**config.mk**
```make
export PLATFORM = sky130hd
export DESIGN_NAME = fdc_top
export DESIGN_NICKNAME = d
export VERILOG_FILES = /design/src/hdl/fdc_pkg.sv /design/src/hdl/fdc_top.sv /design/src/hdl/readback_mux.sv /design/src/hdl/sram_port.sv /design/src/hdl/step_controller.sv /design/src/hdl/index_meter.sv /design/src/hdl/mcu_bus_regs.sv
export SDC_FILE = /design/constraint.sdc
export NUM_CORES = 1
export LEC_CHECK = 0
export ABC_CLOCK_PERIOD_IN_PS = 3620
export BUFFER_PORTS_ARGS = -buffer_cell sky130_fd_sc_hd__buf_2
export CAP_MARGIN = 0
export CORE_ASPECT_RATIO = 1.1
export CORE_MARGIN = 1.5
export CORE_UTILIZATION = 55
export CTS_CLUSTER_DIAMETER = 120
export DETAILED_ROUTE_END_ITERATION = 10
export PLACE_DENSITY = 0.74
export SLEW_MARGIN = 25
export SYNTH_ARGS = -nofsm -noshare
export SYNTH_HDL_FRONTEND = slang
export SYNTH_SLANG_ARGS = --single-unit
```
**constraint.sdc**
```tcl
create_clock -name CLK_MASTER -period 3.62 [get_ports CLK_MASTER]
set_clock_uncertainty 0.05 [all_clocks]
set_input_delay 0.362 -clock CLK_MASTER [delete_from_list [all_inputs] [get_ports CLK_MASTER]]
set_output_delay 0.362 -clock CLK_MASTER [all_outputs]
set_load 0.1 [all_outputs]
```
**src/hdl/fdc_pkg.sv**
```systemverilog
package fdc_pkg;

	////////////////////////////////////////
	// Data types

	typedef logic [7:0]  byte_t;         // One register byte
	typedef logic [7:0]  reg_addr_t;     // Low byte of bus address
	typedef logic [18:0] sram_addr_t;    // 512k SRAM address
	typedef logic [15:0] index_count_t;  // Index period, 10us units
	typedef logic [6:0]  step_count_t;   // Steps still to issue

	// Stepper FSM, PULSE_HIGH waits for the step clock with the line idle
	typedef enum logic [1:0] {
		STEP_IDLE,
		STEP_PULSE_LOW,
		STEP_PULSE_HIGH,
		STEP_DONE
	} step_state_e;

	// SRAM byte write sequence
	typedef enum logic [2:0] {
		WR_IDLE,
		WR_OE_OFF,       // Release the data bus
		WR_WRITE,        // WE low
		WR_WRITE_END,    // WE back high, data still driven
		WR_INC_ADDR      // Step the address on
	} sram_wr_state_e;

	////////////////////////////////////////
	// Register map

	localparam reg_addr_t REG_SRAM_ADDR_LOW   = 8'h00;
	localparam reg_addr_t REG_SRAM_ADDR_HIGH  = 8'h01;
	localparam reg_addr_t REG_SRAM_ADDR_UPPER = 8'h02;
	localparam reg_addr_t REG_SRAM_DATA       = 8'h03;
	localparam reg_addr_t REG_DRIVE_CONTROL   = 8'h04;  // Write side of 04
	localparam reg_addr_t REG_MCO_TYPE_L      = 8'h04;  // Read side of 04
	localparam reg_addr_t REG_MCO_TYPE_H      = 8'h05;
	localparam reg_addr_t REG_MCO_VER_L       = 8'h06;
	localparam reg_addr_t REG_MCO_VER_H       = 8'h07;
	localparam reg_addr_t REG_STATUS1         = 8'h0E;
	localparam reg_addr_t REG_STATUS2         = 8'h0F;
	localparam reg_addr_t REG_SCRATCH         = 8'h30;
	localparam reg_addr_t REG_SCRATCH_INV     = 8'h31;
	localparam reg_addr_t REG_FIXED_55        = 8'h32;
	localparam reg_addr_t REG_FIXED_AA        = 8'h33;
	localparam reg_addr_t REG_INDEX_HIGH      = 8'h40;
	localparam reg_addr_t REG_INDEX_LOW       = 8'h41;
	localparam reg_addr_t REG_STEP_RATE       = 8'hF0;
	localparam reg_addr_t REG_STEP_CMD        = 8'hFF;

	// Identity
	localparam logic [15:0] MCO_TYPE    = 16'hDD55;
	localparam logic [15:0] MCO_VERSION = 16'h0025;

	// Tick dividers, 100MHz master clock
	localparam int unsigned INDEX_TICK_DIV = 1000;   // 10us
	localparam int unsigned STEP_TICK_DIV  = 25000;  // 250us

endpackage
```
**src/hdl/fdc_top.sv**
```systemverilog
module fdc_top (
	input  logic                CLK_MASTER,
	input  logic                rst,
	// MCU bus
	input  fdc_pkg::byte_t      mcu_pmd,
	input  logic                mcu_pmalh,
	input  logic                mcu_pmall,
	input  logic                mcu_pmrd,
	input  logic                mcu_pmwr,
	output fdc_pkg::byte_t      mcu_rd_data,
	output logic                mcu_pmd_oe,
	// SRAM
	output fdc_pkg::sram_addr_t sram_a,
	input  fdc_pkg::byte_t      sram_dq_in,
	output fdc_pkg::byte_t      sram_dq_out,
	output logic                sram_we_n,
	output logic                sram_oe_n,
	// Drive
	input  logic                fd_index_in,
	input  logic                fd_track0_in,
	input  logic                fd_wrprot_in,
	input  logic                fd_rdy_dchg_in,
	input  logic                fd_dens_in,
	output logic                fd_dens_out,
	output logic                fd_inuse,
	output logic [3:0]          fd_drvsel,
	output logic                fd_moten,
	output logic                fd_sidesel,
	output logic                fd_step,
	output logic                fd_dir
);
	import fdc_pkg::*;

	reg_addr_t  reg_addr;
	byte_t      wr_data, drive_control, step_rate, scratchpad;
	byte_t      sram_rd_data, index_high, index_low;
	logic [2:0] sram_addr_wr;
	logic       step_cmd_wr, sram_data_wr, sram_rd_end, index_high_rd;
	logic       new_index, stepping, track0_hit;

	assign mcu_pmd_oe = mcu_pmrd;  // Drive PMD while host reads

	mcu_bus_regs mcu_bus_regs_i (.CLK_MASTER, .rst, .mcu_pmd, .mcu_pmalh, .mcu_pmall,
		.mcu_pmrd, .mcu_pmwr, .reg_addr, .wr_data, .step_cmd_wr, .sram_data_wr,
		.sram_addr_wr, .sram_rd_end, .index_high_rd, .drive_control, .step_rate, .scratchpad);

	index_meter index_meter_i (.CLK_MASTER, .rst, .fd_index_in, .index_high_rd,
		.index_high, .index_low, .new_index);

	step_controller step_controller_i (.CLK_MASTER, .rst, .step_rate, .step_cmd_wr,
		.wr_data, .fd_track0_in, .fd_step, .fd_dir, .stepping, .track0_hit);

	sram_port sram_port_i (.CLK_MASTER, .rst, .sram_addr_wr, .sram_data_wr, .sram_rd_end,
		.wr_data, .sram_dq_in, .sram_a, .sram_dq_out, .sram_we_n, .sram_oe_n, .sram_rd_data);

	readback_mux readback_mux_i (.reg_addr, .scratchpad, .drive_control, .sram_a,
		.sram_rd_data, .index_high, .index_low, .new_index, .stepping, .track0_hit,
		.fd_index_in, .fd_track0_in, .fd_wrprot_in, .fd_rdy_dchg_in, .fd_dens_in,
		.mcu_rd_data, .fd_dens_out, .fd_inuse, .fd_drvsel, .fd_moten, .fd_sidesel);

endmodule

```
**src/hdl/readback_mux.sv**
```systemverilog
module readback_mux (
	input  fdc_pkg::reg_addr_t  reg_addr,
	input  fdc_pkg::byte_t      scratchpad,
	input  fdc_pkg::byte_t      drive_control,
	input  fdc_pkg::sram_addr_t sram_a,
	input  fdc_pkg::byte_t      sram_rd_data,
	input  fdc_pkg::byte_t      index_high,
	input  fdc_pkg::byte_t      index_low,
	input  logic                new_index,
	input  logic                stepping,
	input  logic                track0_hit,
	input  logic                fd_index_in,
	input  logic                fd_track0_in,
	input  logic                fd_wrprot_in,
	input  logic                fd_rdy_dchg_in,
	input  logic                fd_dens_in,
	output fdc_pkg::byte_t      mcu_rd_data,
	output logic                fd_dens_out,
	output logic                fd_inuse,
	output logic [3:0]          fd_drvsel,
	output logic                fd_moten,
	output logic                fd_sidesel
);
	import fdc_pkg::*;

	////////////////////////////////////////
	// Register readback

	always_comb begin
		case (reg_addr)
			REG_SRAM_ADDR_LOW:   mcu_rd_data = sram_a[7:0];
			REG_SRAM_ADDR_HIGH:  mcu_rd_data = sram_a[15:8];
			REG_SRAM_ADDR_UPPER: mcu_rd_data = {5'b00000, sram_a[18:16]};
			REG_SRAM_DATA:       mcu_rd_data = sram_rd_data;
			REG_MCO_TYPE_L:      mcu_rd_data = MCO_TYPE[7:0];
			REG_MCO_TYPE_H:      mcu_rd_data = MCO_TYPE[15:8];
			REG_MCO_VER_L:       mcu_rd_data = MCO_VERSION[7:0];
			REG_MCO_VER_H:       mcu_rd_data = MCO_VERSION[15:8];
			REG_STATUS1:         mcu_rd_data = {3'b000, track0_hit, new_index, 3'b000};
			REG_STATUS2:         mcu_rd_data = {fd_index_in, fd_track0_in, fd_wrprot_in,
				fd_rdy_dchg_in, fd_dens_in, stepping, 2'b00};  // No SRAM flags
			REG_SCRATCH:         mcu_rd_data = scratchpad;
			REG_SCRATCH_INV:     mcu_rd_data = ~scratchpad;
			REG_FIXED_55:        mcu_rd_data = 8'h55;
			REG_FIXED_AA:        mcu_rd_data = 8'hAA;
			REG_INDEX_HIGH:      mcu_rd_data = index_high;
			REG_INDEX_LOW:       mcu_rd_data = index_low;   // Held copy
			default:             mcu_rd_data = 8'h00;
		endcase
	end

	// Drive outputs, all active low
	assign fd_dens_out = ~drive_control[0];
	assign fd_inuse    = ~drive_control[1];
	assign fd_drvsel   = ~drive_control[5:2];
	assign fd_moten    = ~drive_control[6];
	assign fd_sidesel  = ~drive_control[7];

endmodule

```
**src/hdl/sram_port.sv**
```systemverilog
module sram_port (
	input  logic                CLK_MASTER,
	input  logic                rst,
	input  logic [2:0]          sram_addr_wr,  // Upper, high, low
	input  logic                sram_data_wr,
	input  logic                sram_rd_end,
	input  fdc_pkg::byte_t      wr_data,
	input  fdc_pkg::byte_t      sram_dq_in,
	output fdc_pkg::sram_addr_t sram_a,
	output fdc_pkg::byte_t      sram_dq_out,
	output logic                sram_we_n,
	output logic                sram_oe_n,
	output fdc_pkg::byte_t      sram_rd_data
);
	import fdc_pkg::*;

	sram_wr_state_e wr_state;
	logic           wr_busy;
	logic           addr_inc;

	////////////////////////////////////////
	// Write sequencer

	always_ff @(posedge CLK_MASTER) begin
		if (rst) begin
			wr_state  <= WR_IDLE;
			sram_we_n <= 1'b1;
			sram_oe_n <= 1'b0;
		end else begin
			case (wr_state)
				WR_IDLE: if (sram_data_wr) begin
					sram_oe_n <= 1'b1;  // SRAM off the bus first
					wr_state  <= WR_OE_OFF;
				end
				WR_OE_OFF: begin
					sram_we_n <= 1'b0;
					wr_state  <= WR_WRITE;
				end
				WR_WRITE: begin
					sram_we_n <= 1'b1;  // Byte stored on this edge
					wr_state  <= WR_WRITE_END;
				end
				WR_WRITE_END: wr_state <= WR_INC_ADDR;
				WR_INC_ADDR: begin
					sram_oe_n <= 1'b0;  // Back to read mode
					wr_state  <= WR_IDLE;
				end
				default: wr_state <= WR_IDLE;
			endcase
		end
	end

	assign wr_busy  = (wr_state != WR_IDLE);
	assign addr_inc = (wr_state == WR_INC_ADDR) || sram_rd_end;

	// Single byte write buffer
	always_ff @(posedge CLK_MASTER) begin
		if (sram_data_wr && !wr_busy) sram_dq_out <= wr_data;
	end

	////////////////////////////////////////
	// Address counter

	always_ff @(posedge CLK_MASTER) begin
		if (rst) begin
			sram_a <= '0;
		end else if (addr_inc) begin
			sram_a <= sram_a + 1'b1;
		end else if (!wr_busy) begin  // Loads ignored mid-write
			if (sram_addr_wr[0]) sram_a[7:0]   <= wr_data;
			if (sram_addr_wr[1]) sram_a[15:8]  <= wr_data;
			if (sram_addr_wr[2]) sram_a[18:16] <= wr_data[2:0];
		end
	end

	// Track current location while reading
	always_ff @(posedge CLK_MASTER) begin
		if (!sram_oe_n) sram_rd_data <= sram_dq_in;
	end

endmodule

```
**src/hdl/step_controller.sv**
```systemverilog
module step_controller (
	input  logic           CLK_MASTER,
	input  logic           rst,
	input  fdc_pkg::byte_t step_rate,
	input  logic           step_cmd_wr,
	input  fdc_pkg::byte_t wr_data,
	input  logic           fd_track0_in,
	output logic           fd_step,      // Active low
	output logic           fd_dir,       // 0 = outward
	output logic           stepping,
	output logic           track0_hit
);
	import fdc_pkg::*;

	localparam int TICK_W = $clog2(STEP_TICK_DIV);

	logic [TICK_W-1:0] tick_cnt;
	logic              tick_250us;
	byte_t             rate_cnt;
	logic              step_clk, step_clk_prev;
	logic              step_clk_rise, step_clk_fall;
	logic [1:0]        track0_sync;
	step_count_t       steps_left;
	step_state_e       step_state;

	////////////////////////////////////////
	// Step clock generation

	always_ff @(posedge CLK_MASTER) begin
		if (rst || tick_250us) tick_cnt <= '0;
		else                   tick_cnt <= tick_cnt + 1'b1;
	end

	assign tick_250us = (tick_cnt == TICK_W'(STEP_TICK_DIV - 1));

	// Toggle every step_rate+1 ticks
	always_ff @(posedge CLK_MASTER) begin
		if (rst) begin
			rate_cnt      <= '0;
			step_clk      <= 1'b0;
			step_clk_prev <= 1'b0;
		end else begin
			step_clk_prev <= step_clk;
			if (tick_250us) begin
				if (rate_cnt >= step_rate) begin  // Also catches a lowered rate
					rate_cnt <= '0;
					step_clk <= ~step_clk;
				end else begin
					rate_cnt <= rate_cnt + 1'b1;
				end
			end
		end
	end

	assign step_clk_rise = step_clk & ~step_clk_prev;
	assign step_clk_fall = ~step_clk & step_clk_prev;

	always_ff @(posedge CLK_MASTER) begin
		if (rst) track0_sync <= '0;
		else     track0_sync <= {track0_sync[0], fd_track0_in};
	end

	////////////////////////////////////////
	// Stepping FSM

	always_ff @(posedge CLK_MASTER) begin
		if (rst) begin
			step_state <= STEP_IDLE;
			fd_step    <= 1'b1;
			fd_dir     <= 1'b0;
			steps_left <= '0;
			track0_hit <= 1'b0;
		end else begin
			case (step_state)
				STEP_IDLE: if (step_cmd_wr) begin
					fd_dir     <= wr_data[7];     // Direction in MSB
					steps_left <= wr_data[6:0];
					track0_hit <= 1'b0;
					step_state <= (wr_data[6:0] == 7'd0) ? STEP_DONE : STEP_PULSE_HIGH;
				end
				STEP_PULSE_HIGH: if (step_clk_rise) begin
					if (!fd_dir && track0_sync[1]) begin  // Head already home
						track0_hit <= 1'b1;
						step_state <= STEP_DONE;
					end else begin
						fd_step    <= 1'b0;
						step_state <= STEP_PULSE_LOW;
					end
				end
				STEP_PULSE_LOW: if (step_clk_fall) begin  // Half a step period low
					fd_step    <= 1'b1;
					steps_left <= steps_left - 1'b1;
					step_state <= (steps_left == 7'd1) ? STEP_DONE : STEP_PULSE_HIGH;
				end
				STEP_DONE: step_state <= STEP_IDLE;
				default:   step_state <= STEP_IDLE;
			endcase
		end
	end

	assign stepping = (step_state != STEP_IDLE);

endmodule

```
**src/hdl/index_meter.sv**
```systemverilog
module index_meter (
	input  logic           CLK_MASTER,
	input  logic           rst,
	input  logic           fd_index_in,
	input  logic           index_high_rd,
	output fdc_pkg::byte_t index_high,
	output fdc_pkg::byte_t index_low,
	output logic           new_index
);
	import fdc_pkg::*;

	localparam int TICK_W = $clog2(INDEX_TICK_DIV);

	logic [2:0]        index_sync;  // meta, sync, previous
	logic              index_rise;
	logic [TICK_W-1:0] tick_cnt;
	logic              tick_10us;
	index_count_t      period_cnt;  // Running count
	index_count_t      period_lat;  // Last full period

	always_ff @(posedge CLK_MASTER) begin
		if (rst) index_sync <= '0;
		else     index_sync <= {index_sync[1:0], fd_index_in};
	end

	assign index_rise = index_sync[1] & ~index_sync[2];

	// 10us tick
	always_ff @(posedge CLK_MASTER) begin
		if (rst || tick_10us) tick_cnt <= '0;
		else                  tick_cnt <= tick_cnt + 1'b1;
	end

	assign tick_10us = (tick_cnt == TICK_W'(INDEX_TICK_DIV - 1));

	////////////////////////////////////////
	// Period measurement

	always_ff @(posedge CLK_MASTER) begin
		if (rst) begin
			period_cnt <= '0;
			period_lat <= '0;
			index_low  <= '0;
			new_index  <= 1'b0;
		end else begin
			if (index_rise) begin
				period_lat <= period_cnt;  // Save and restart
				period_cnt <= '0;
			end else if (tick_10us) begin
				period_cnt <= period_cnt + 1'b1;
			end
			// Hold low byte so both halves come from one reading
			if (index_high_rd) index_low <= period_lat[7:0];
			// Read wins over a new edge in the same cycle
			if (index_high_rd)   new_index <= 1'b0;
			else if (index_rise) new_index <= 1'b1;
		end
	end

	assign index_high = period_lat[15:8];

endmodule

```
**src/hdl/mcu_bus_regs.sv**
```systemverilog
module mcu_bus_regs (
	input  logic              CLK_MASTER,
	input  logic              rst,
	input  fdc_pkg::byte_t    mcu_pmd,
	input  logic              mcu_pmalh,
	input  logic              mcu_pmall,
	input  logic              mcu_pmrd,
	input  logic              mcu_pmwr,
	output fdc_pkg::reg_addr_t reg_addr,
	output fdc_pkg::byte_t    wr_data,
	output logic              step_cmd_wr,
	output logic              sram_data_wr,
	output logic [2:0]        sram_addr_wr,  // Upper, high, low
	output logic              sram_rd_end,
	output logic              index_high_rd,
	output fdc_pkg::byte_t    drive_control,
	output fdc_pkg::byte_t    step_rate,
	output fdc_pkg::byte_t    scratchpad
);
	import fdc_pkg::*;

	byte_t addr_high;                          // Page select, only page 0 decodes
	logic  page0;
	logic  [2:0] pmwr_sync, pmrd_sync;        // meta, sync, previous
	logic  wr_pulse, rd_pulse, rd_end_pulse;

	////////////////////////////////////////
	// Address latch

	always_ff @(posedge CLK_MASTER) begin
		if (rst) begin
			addr_high <= '0;
			reg_addr  <= '0;
		end else begin
			if (mcu_pmalh) addr_high <= mcu_pmd;
			if (mcu_pmall) reg_addr <= mcu_pmd;
		end
	end

	assign page0 = (addr_high == 8'h00);

	// Strobe synchronisers
	always_ff @(posedge CLK_MASTER) begin
		if (rst) begin
			pmwr_sync <= '0;
			pmrd_sync <= '0;
		end else begin
			pmwr_sync <= {pmwr_sync[1:0], mcu_pmwr};
			pmrd_sync <= {pmrd_sync[1:0], mcu_pmrd};
		end
	end

	assign wr_pulse     = pmwr_sync[1] & ~pmwr_sync[2];  // PMWR rise
	assign rd_pulse     = pmrd_sync[1] & ~pmrd_sync[2];  // PMRD rise
	assign rd_end_pulse = ~pmrd_sync[1] & pmrd_sync[2];  // PMRD fall

	////////////////////////////////////////
	// Write decode and registers

	always_ff @(posedge CLK_MASTER) begin
		if (rst) begin
			step_cmd_wr   <= 1'b0;
			sram_data_wr  <= 1'b0;
			sram_addr_wr  <= '0;
			sram_rd_end   <= 1'b0;
			index_high_rd <= 1'b0;
			drive_control <= '0;
			step_rate     <= '0;
			scratchpad    <= '0;
		end else begin
			// Command strobes last one cycle
			step_cmd_wr  <= 1'b0;
			sram_data_wr <= 1'b0;
			sram_addr_wr <= '0;
			if (wr_pulse && page0) begin
				case (reg_addr)
					REG_SRAM_ADDR_LOW:   sram_addr_wr[0] <= 1'b1;
					REG_SRAM_ADDR_HIGH:  sram_addr_wr[1] <= 1'b1;
					REG_SRAM_ADDR_UPPER: sram_addr_wr[2] <= 1'b1;
					REG_SRAM_DATA:       sram_data_wr <= 1'b1;
					REG_DRIVE_CONTROL:   drive_control <= mcu_pmd;
					REG_SCRATCH:         scratchpad <= mcu_pmd;
					REG_STEP_RATE:       step_rate <= mcu_pmd;
					REG_STEP_CMD:        step_cmd_wr <= 1'b1;
					default:             ;  // Read-only or unused
				endcase
			end
			// Reads with side effects
			index_high_rd <= rd_pulse && page0 && (reg_addr == REG_INDEX_HIGH);
			sram_rd_end   <= rd_end_pulse && page0 && (reg_addr == REG_SRAM_DATA);
		end
	end

	// Data byte held alongside its strobe
	always_ff @(posedge CLK_MASTER) begin
		if (wr_pulse) wr_data <= mcu_pmd;
	end

endmodule

```
==> results by group, run 1 <==
Worst setup path
  • CP bufs+invs: 1
  • Cell count along the critical path: 6
  • CP max FO: 13
  • Crit path launch type: flip-flop
  • R2R Setup Slk: 1360 ps
  • Crit-path max cell delay: 600 ps
  • Reg2reg end: step_controller_i.step_clk
  • Crit path to: mcu_rd_data[7]
  • CP required: around 3200 ps
  • Arrival time at the worst endpoint: 2820 ps
  • CP startpoint: mcu_bus_regs_i.reg_addr[6]
  • Slowest cell on crit path: or4_4
  • R2r startpoint: step_controller_i.rate_cnt[0]
  • Crit path capture type: output pin
  • Crit-path cells: or4_4 > nor3_4 > a22oi_1 > o21a_1 > o221ai_1 > buf_2
  • Critical path's top delay family: simple AND/OR/NAND/NOR gates
  • Kind of critical path: reg2out
  • R2R depth: 7

Drt
  • Total wire length: 21,100 um
  • ANT nets after route: 0
  • Vias/cell: 5.85
  • Vias: 7,300
  • DRC viols: 0
  • Routed WL per cell: roughly 17 um
  • Drt first-iter violations: 718
  • 1st-pass router iterations: 5

GRT
  • Initial antenna violation count: 0
  • Pin count of the biggest net entering global routing: between 60 and 70
  • Vias in the first global route: 6,518
  • Total global-route track usage: 25.5%
  • Global-route wire length before repair: 33,300 um
  • GRT overflow: 0

CTS
  • Num CTS Buffers: 17
  • CTS Root Cell: clkbuf_16
  • Hold-fix buffers, CTS: 0
  • PostCTS Resize Cnt: 0
  • CTS tree: yes
  • H-tree lvl count: 4
  • TritonCTS Sinks: 194
  • Clk buf depth: 2
  • Clk slew on worst S/H paths: 70 ps
  • Clock latency at the later pin of the worst-skew pair: 430 ps
  • # Post-CTS Setup Buffers: 0

Synth
  • Synthesized net count: 1,029
  • Async SR Flop Fraction: 0%
  • Register area share after synthesis: a little under half
  • Yosys Warn Count: 0
  • Post-synth top area cell: dfxtp_1
  • Top-area cell type share of the netlist area: 38.4%
  • Number of synthesized flops with an enable pin: 24
  • Commonest cells post-synth: dfxtp_1 (170), nor2_1 (140), nand2_1 (101)
  • Most common cell in the netlist: dfxtp_1
  • Primary FF master, synth: dfxtp_1
  • Syn avg cell area: 8.98 sq um
  • FF+latch count, synth: 194
  • Post-synthesis instance total: 987
  • Post-synthesis cell type count: 74
  • Cell area after synthesis: about 0.0089 sq mm
  • Synth top area cells: dfxtp_1 (38%), edfxtp_1 (8.1%), mux2i_1 (6.7%)

Hold path
  • Worst Hold Class: in2reg

Power
  • P per Cell Area: 451 mW/mm^2
  • Max rail drop VDD: 0.315 mV
  • Leak: 3.66 nW
  • Tot Pwr: 4.50 mW

Timing
  • RSZ-0062 raised after global routing: false
  • Tmin final: 3230 ps
  • Setup TNS: 0 ps
  • Fin crit share: 89.2%
  • Relative slew slack: 47.9%
  • Final hold viol count: 0
  • F_max: 310 MHz
  • Endpoints failing setup: 0
  • Actual slew at the worst max-slew pin: 778 ps
  • Final slew viol count: 0

Layout
  • Antenna cell count: 0
  • Filler Cells Inserted: around 1,400
  • Final instance area: 0.00996 sq mm
  • Layout area overhead: 12.4%
  • Layout Nets: around 1,100
  • Share of cells above drive strength 1: 13.3%

Floorplanning
  • Initial core utilization: 56.3%
  • I/O pin total: 75
  • Die Y: 136 um
  • Overall die width: 124 um
  • Core Rows: 48
  • Core area: around 0.016 sq mm
  • Die ar.: 0.0169 sq mm

Flow run
  • Max Cap Viol: 0

Run status
  • Run status: finished, final reports clean

Place
  • Post-DP HPWL: between 10,000 and 15,000 um
  • DP Area: slightly above 0.009 sq mm
  • IO Port Bufs: 74
  • Final Wtd Congestion: 0.905
[power by group]
part / internal, mW / total, mW / switching [mW]
Combinational: 0.0676 / 0.243 / 0.175
Sequential: 2.20 / 2.24 / 0.0306
Clock: 1.19 / 2.02 / 0.824
Total: 3.47 / 4.50 / 1.03
[how the worst min path moves through the flow]
stage / from / endpoint / slack, ps / cells past startpoint
2_1_floorplan: index_meter_i.index_sync[0] / index_meter_i.index_sync[1] / 360 / 1
3_3_place_gp: mcu_bus_regs_i.pmwr_sync[0] / mcu_bus_regs_i.pmwr_sync[1] / 370 / 1
3_5_place_dp: mcu_bus_regs_i.pmrd_sync[0] / mcu_bus_regs_i.pmrd_sync[1] / 380 / 1
4_1_cts: sram_dq_in[1] / sram_port_i.sram_rd_data[1] / 40 / 1
5_1_grt: sram_dq_in[6] / sram_port_i.sram_rd_data[6] / 30 / 1
6_report: sram_dq_in[1] / sram_port_i.sram_rd_data[1] / 50 / 1
[final cells by class]
cell class              instances  area, sq um  share of cell area (%)
flip-flops and latches        194         4120                    41.4
clock buffers                  23          498                    5.00
inverters                      31          116                    1.17
multi-input cells             711         4410                    44.3
well taps                     200          250                    2.51
clock inverters                 9          141                    1.42
repair buffers                 80          418                    4.20
[per-layer routing]
layer | global-route usage (%) | wire length (um) | up-vias
met1 | 34.0 | 9550 | 3419
met3 | 4.87 | 1180 | 44
met5 | 0 | 0 | -
met4 | 10.8 | 588 | 0
li1 | - | - | 3602
met2 | 40.4 | 9750 | 235
[layout by cell type (no fill, tap or decap), types with 5 or more instances in the layout]
master,Yosys,final
a31oi_1,5,5
nor4_1,10,10
nor2_1,140,140
nand2b_1,8,8
nand4_1,16,16
edfxtp_1,24,24
nor4b_1,6,6
inv_1,31,31
dfxtp_1,170,170
or3_1,5,5
and3_1,14,14
a221oi_1,5,5
xor2_1,15,15
nor2b_1,22,21
buf_2,4,73
a211oi_1,7,7
clkbuf_8,0,5
buf_4,2,7
a221o_1,7,7
a21oi_1,61,60
a21o_1,8,8
o21ai_0,30,30
mux2i_1,59,59
a22oi_1,5,5
mux2_2,5,5
clkbuf_16,0,17
nor3_1,29,29
nand2_1,101,101
ha_1,15,15
xnor2_1,23,23
o22ai_1,6,6
and4_1,6,6
and2_1,5,5
nand3_1,26,26
[stage by stage]
stage,instances,utilization (%),setup slack [ps],hold WS (ps)
3_5_place_dp,1216,59.2,874,381
2_1_floorplan,987,-,88.2,364
6_report,1248,63.3,391,54.6
5_1_grt,1248,63.3,273,30.8
3_3_place_gp,1216,59.2,855,365
4_1_cts,1248,63.3,408,41.5
[kinds of logic (layout without fill, tap and decap cells)]
group | Yosys count | count (layout) | share of synthesized area, %
AOI/OAI and AO/OA | 178 | 178 | 13.2
xor gates and xnor gates | 38 | 38 | 3.76
adders and majority gates | 15 | 15 | 2.12
buffers and inverters | 82 | 143 | 3.80
DFF | 194 | 194 | 46.6
muxes | 64 | 64 | 7.30
and+or+nand+nor | 416 | 416 | 23.2
[state kept, by name, indices dropped and copies added, names as in the netlist, 3 cells and up]
register / count
sram_port_i.sram_a: 19
index_meter_i.period_cnt: 16
index_meter_i.period_lat: 16
step_controller_i.tick_cnt: 15
index_meter_i.tick_cnt: 10
index_meter_i.index_low: 8
mcu_bus_regs_i.addr_high: 8
mcu_bus_regs_i.drive_control: 8
mcu_bus_regs_i.reg_addr: 8
mcu_bus_regs_i.scratchpad: 8
mcu_bus_regs_i.step_rate: 8
mcu_bus_regs_i.wr_data: 8
sram_port_i.sram_dq_out: 8
sram_port_i.sram_rd_data: 8
step_controller_i.rate_cnt: 8
step_controller_i.steps_left: 7
index_meter_i.index_sync: 3
mcu_bus_regs_i.pmrd_sync: 3
mcu_bus_regs_i.pmwr_sync: 3
mcu_bus_regs_i.sram_addr_wr: 3
sram_port_i.wr_state: 3
(Power assumes the default switching activity.)
==> run 2, diff against run 1 <==
--- a/constraint.sdc
+++ b/constraint.sdc
@@ -4,2 +4,2 @@
 set_output_delay 0.362 -clock CLK_MASTER [all_outputs]
-set_load 0.1 [all_outputs]
+set_load 0.005 [all_outputs]
==> run 2 against run 1 <==
  * Setup slack improved by 300 ps
  * Global-route usage increased by 0.33 points
  * Hold slack got worse by 15 ps
  * Flip-flop and latch count unchanged
  * Maximum frequency increased by 10%
  * Sequential power about the same
  * Non-clock buffer count unchanged
  * Largest cell class unchanged
  * Critical path type unchanged
==> results by group, run 2 (same netlist as run 1, synthesis figures left out) <==
Floorplanning
  • I/O pin total: 75 (unchanged)
  • Core Rows: 48 (unchanged)
  • Die Y: 136 um (unchanged)
  • Initial core utilization: 56.3% (unchanged)
  • Core area: 0.0157 sq mm (unchanged)
  • Die ar.: 0.0169 sq mm (unchanged)
  • Overall die width: 124 um (unchanged)

Hold path
  • Min-delay src: sram_dq_in[7]
  • Worst Hold Class: in2reg

Worst setup path
  • Kind of critical path: reg2out
  • Arrival time at the worst endpoint: 2510 ps (-310 ps)
  • CP bufs+invs: 1 (unchanged)
  • Crit path capture type: output pin
  • CP max FO: 13 (unchanged)
  • Crit-path cells: or4_4 > nor3_4 > a22oi_1 > o21a_1 > o221ai_1 > buf_2
  • CP startpoint: mcu_bus_regs_i.reg_addr[6]
  • R2r startpoint: step_controller_i.rate_cnt[4]
  • Slowest cell on crit path: or4_4
  • Crit path launch type: flip-flop
  • Critical path's top delay family: simple AND/OR/NAND/NOR gates
  • Crit-path max cell delay: 590 ps (about the same)
  • CP required: 3210 ps (about the same)

Timing
  • Endpoints failing setup: 0 (unchanged)
  • Final hold viol count: 0 (unchanged)
  • F_max: 342 MHz (+10%)
  • WHS: 39.8 ps (-14.8 ps)
  • Setup TNS: 0 ps (unchanged)
  • RSZ-0062 raised after global routing: false
  • Final slew viol count: 0 (unchanged)
  • Tmin final: 2930 ps (-303 ps)
  • Relative slew slack: 48.0% (about the same)
  • Final worst slack: 695 ps (+303 ps)
  • Actual slew at the worst max-slew pin: 779 ps (+0.634 ps)
  • Fin crit share: 80.8% (-8.4 points)

Drt
  • Vias/cell: 5.92 (+1.1%)
  • 1st-pass router iterations: 5 (unchanged)
  • Total wire length: 21,400 um (+1.3%)
  • Vias: 7,382 (+1.1%)
  • Routed WL per cell: 17.1 um (+1.3%)
  • ANT nets after route: 0 (unchanged)
  • DRC viols: 0 (unchanged)
  • Drt first-iter violations: 677 (-5.7%)

Layout
  • Antenna cell count: 0 (unchanged)
  • Top Registers: sram_port_i.sram_a x19, index_meter_i.period_cnt x16, index_meter_i.period_lat x16
  • Share of cells above drive strength 1: 13.4% (+0.095 points)
  • Highest-count cells in the layout ignoring fill and taps: dfxtp_1 (170), nor2_1 (140), nand2_1 (101)
  • Number of flip-flops in the largest register: 19 (unchanged)
  • Final core utilization: 63.2% (-0.14 points)
  • Largest reg by FF count: sram_port_i.sram_a
  • Final instance area: 0.00994 sq mm (-0.23%)
  • Reg area: 0.00412 sq mm (unchanged)
  • Layout area overhead: 12.2%
  • Multi-input gate area: 0.00441 sq mm (unchanged)
  • Most common cell after layout, fill and taps aside: dfxtp_1
  • Filler Cells Inserted: 1,309 (-3.3%)
  • Layout Nets: 1,077 (unchanged)

Place
  • Dpl ws: 1190 ps (+317 ps)
  • Post-DP HPWL: 14,700 um (+2.2%)
  • DP Area: 0.00932 sq mm (unchanged)
  • IO Port Bufs: 74 (unchanged)
  • Final Wtd Congestion: 0.914 (+0.98%)

Power
  • P per Cell Area: 439 mW/mm^2 (-2.8%)
  • Sw Pwr: 1.06 mW (+3.3%)
  • Int Power: 3.30 mW (-4.9%)
  • Sequential power share: 51.2% (+1.5 points)
  • Max rail drop VDD: 0.383 mV (+22%)
  • Combinational power share: 4.7% (-0.7 points)
  • Clock share of power: 44.2% (-0.7 points)
  • Leak: 3.64 nW (-0.41%)
  • Sw Share: 24.4% (+1.5 points)

CTS
  • TritonCTS Sinks: 194 (unchanged)
  • Hold-fix buffers, CTS: 0 (unchanged)
  • Clock latency at the later pin of the worst-skew pair: 440 ps (about the same)
  • # Post-CTS Setup Buffers: 0 (unchanged)
  • Clk buf depth: 2 (unchanged)
  • Num CTS Buffers: 17 (unchanged)
  • PostCTS Resize Cnt: 0 (unchanged)
  • Clk slew on worst S/H paths: 70 ps (about the same)
  • CTS Root Cell: clkbuf_16
  • H-tree lvl count: 4 (unchanged)
  • CTS tree: yes

GRT
  • Vias in the first global route: 6,616 (+1.5%)
  • GRT overflow: 0 (unchanged)
  • Global-route wire length before repair: 33,800 um (+1.4%)
  • Pin count of the biggest net entering global routing: 52 (-21%)
  • Initial antenna violation count: 0 (unchanged)
  • Total global-route track usage: 25.8% (+0.33 points)

Flow run
  • Max Cap Viol: 0 (unchanged)

Run status
  • Run status: finished, final reports clean
-- run 2: cell types whose count changed in the layout (fill, tap and decap cells not counted), sizes merged --
cell | before | now
inv | 35 | 36
clkbuf | 23 | 18
bufinv | 3 | 1
clkinv | 2 | 8
-- run 2: metrics by stage --
step | power [mW] | cells
global route | 4.49 | 1248
floorplan | 2.41 | 987
global placement | 2.48 | 1216
finish | 4.36 | 1248
CTS | 4.39 | 1248
detailed placement | 2.48 | 1216
-- run 2: final timing paths --
kind / end / slack (ps) / depth (start not counted)
max: mcu_rd_data[7] / 690 / 6
min: sram_port_i.sram_rd_data[7] / 40 / 1
max reg2reg: step_controller_i.step_clk / 1320 / 6
min reg2reg: mcu_bus_regs_i.pmwr_sync[1] / 390 / 1
-- run 2: final cells by class --
| type | count | share of cell area (%) |
|---|---|---|
| multi-input cells | 711 | 44.4 |
| flip-flops and latches | 194 | 41.5 |
| clock buffers | 18 | 4.53 |
| repair buffers | 80 | 4.21 |
| well taps | 200 | 2.52 |
| clock inverters | 14 | 1.67 |
| inverters | 31 | 1.17 |
-- run 2: power by group through the flow --
stage          Sequential, mW  Combinational (mW)  Clock, mW
3_3_place_gp             2.28               0.199          0
4_1_cts                  2.23               0.202       1.95
3_5_place_dp             2.28               0.201          0
5_1_grt                  2.24               0.219       2.04
6_report                 2.23               0.203       1.93
2_1_floorplan            2.27               0.141          0
-- run 2: routing by layer --
| metal | part of all wire (%) | GRT usage [%] | up-vias |
|---|---|---|---|
| met4 | 2.3 | 10.0 | 0 |
| met2 | 48 | 41.3 | 265 |
| met5 | 0 | 0 | - |
| li1 | - | - | 3592 |
| met3 | 6.1 | 5.70 | 32 |
| met1 | 44 | 33.9 | 3493 |
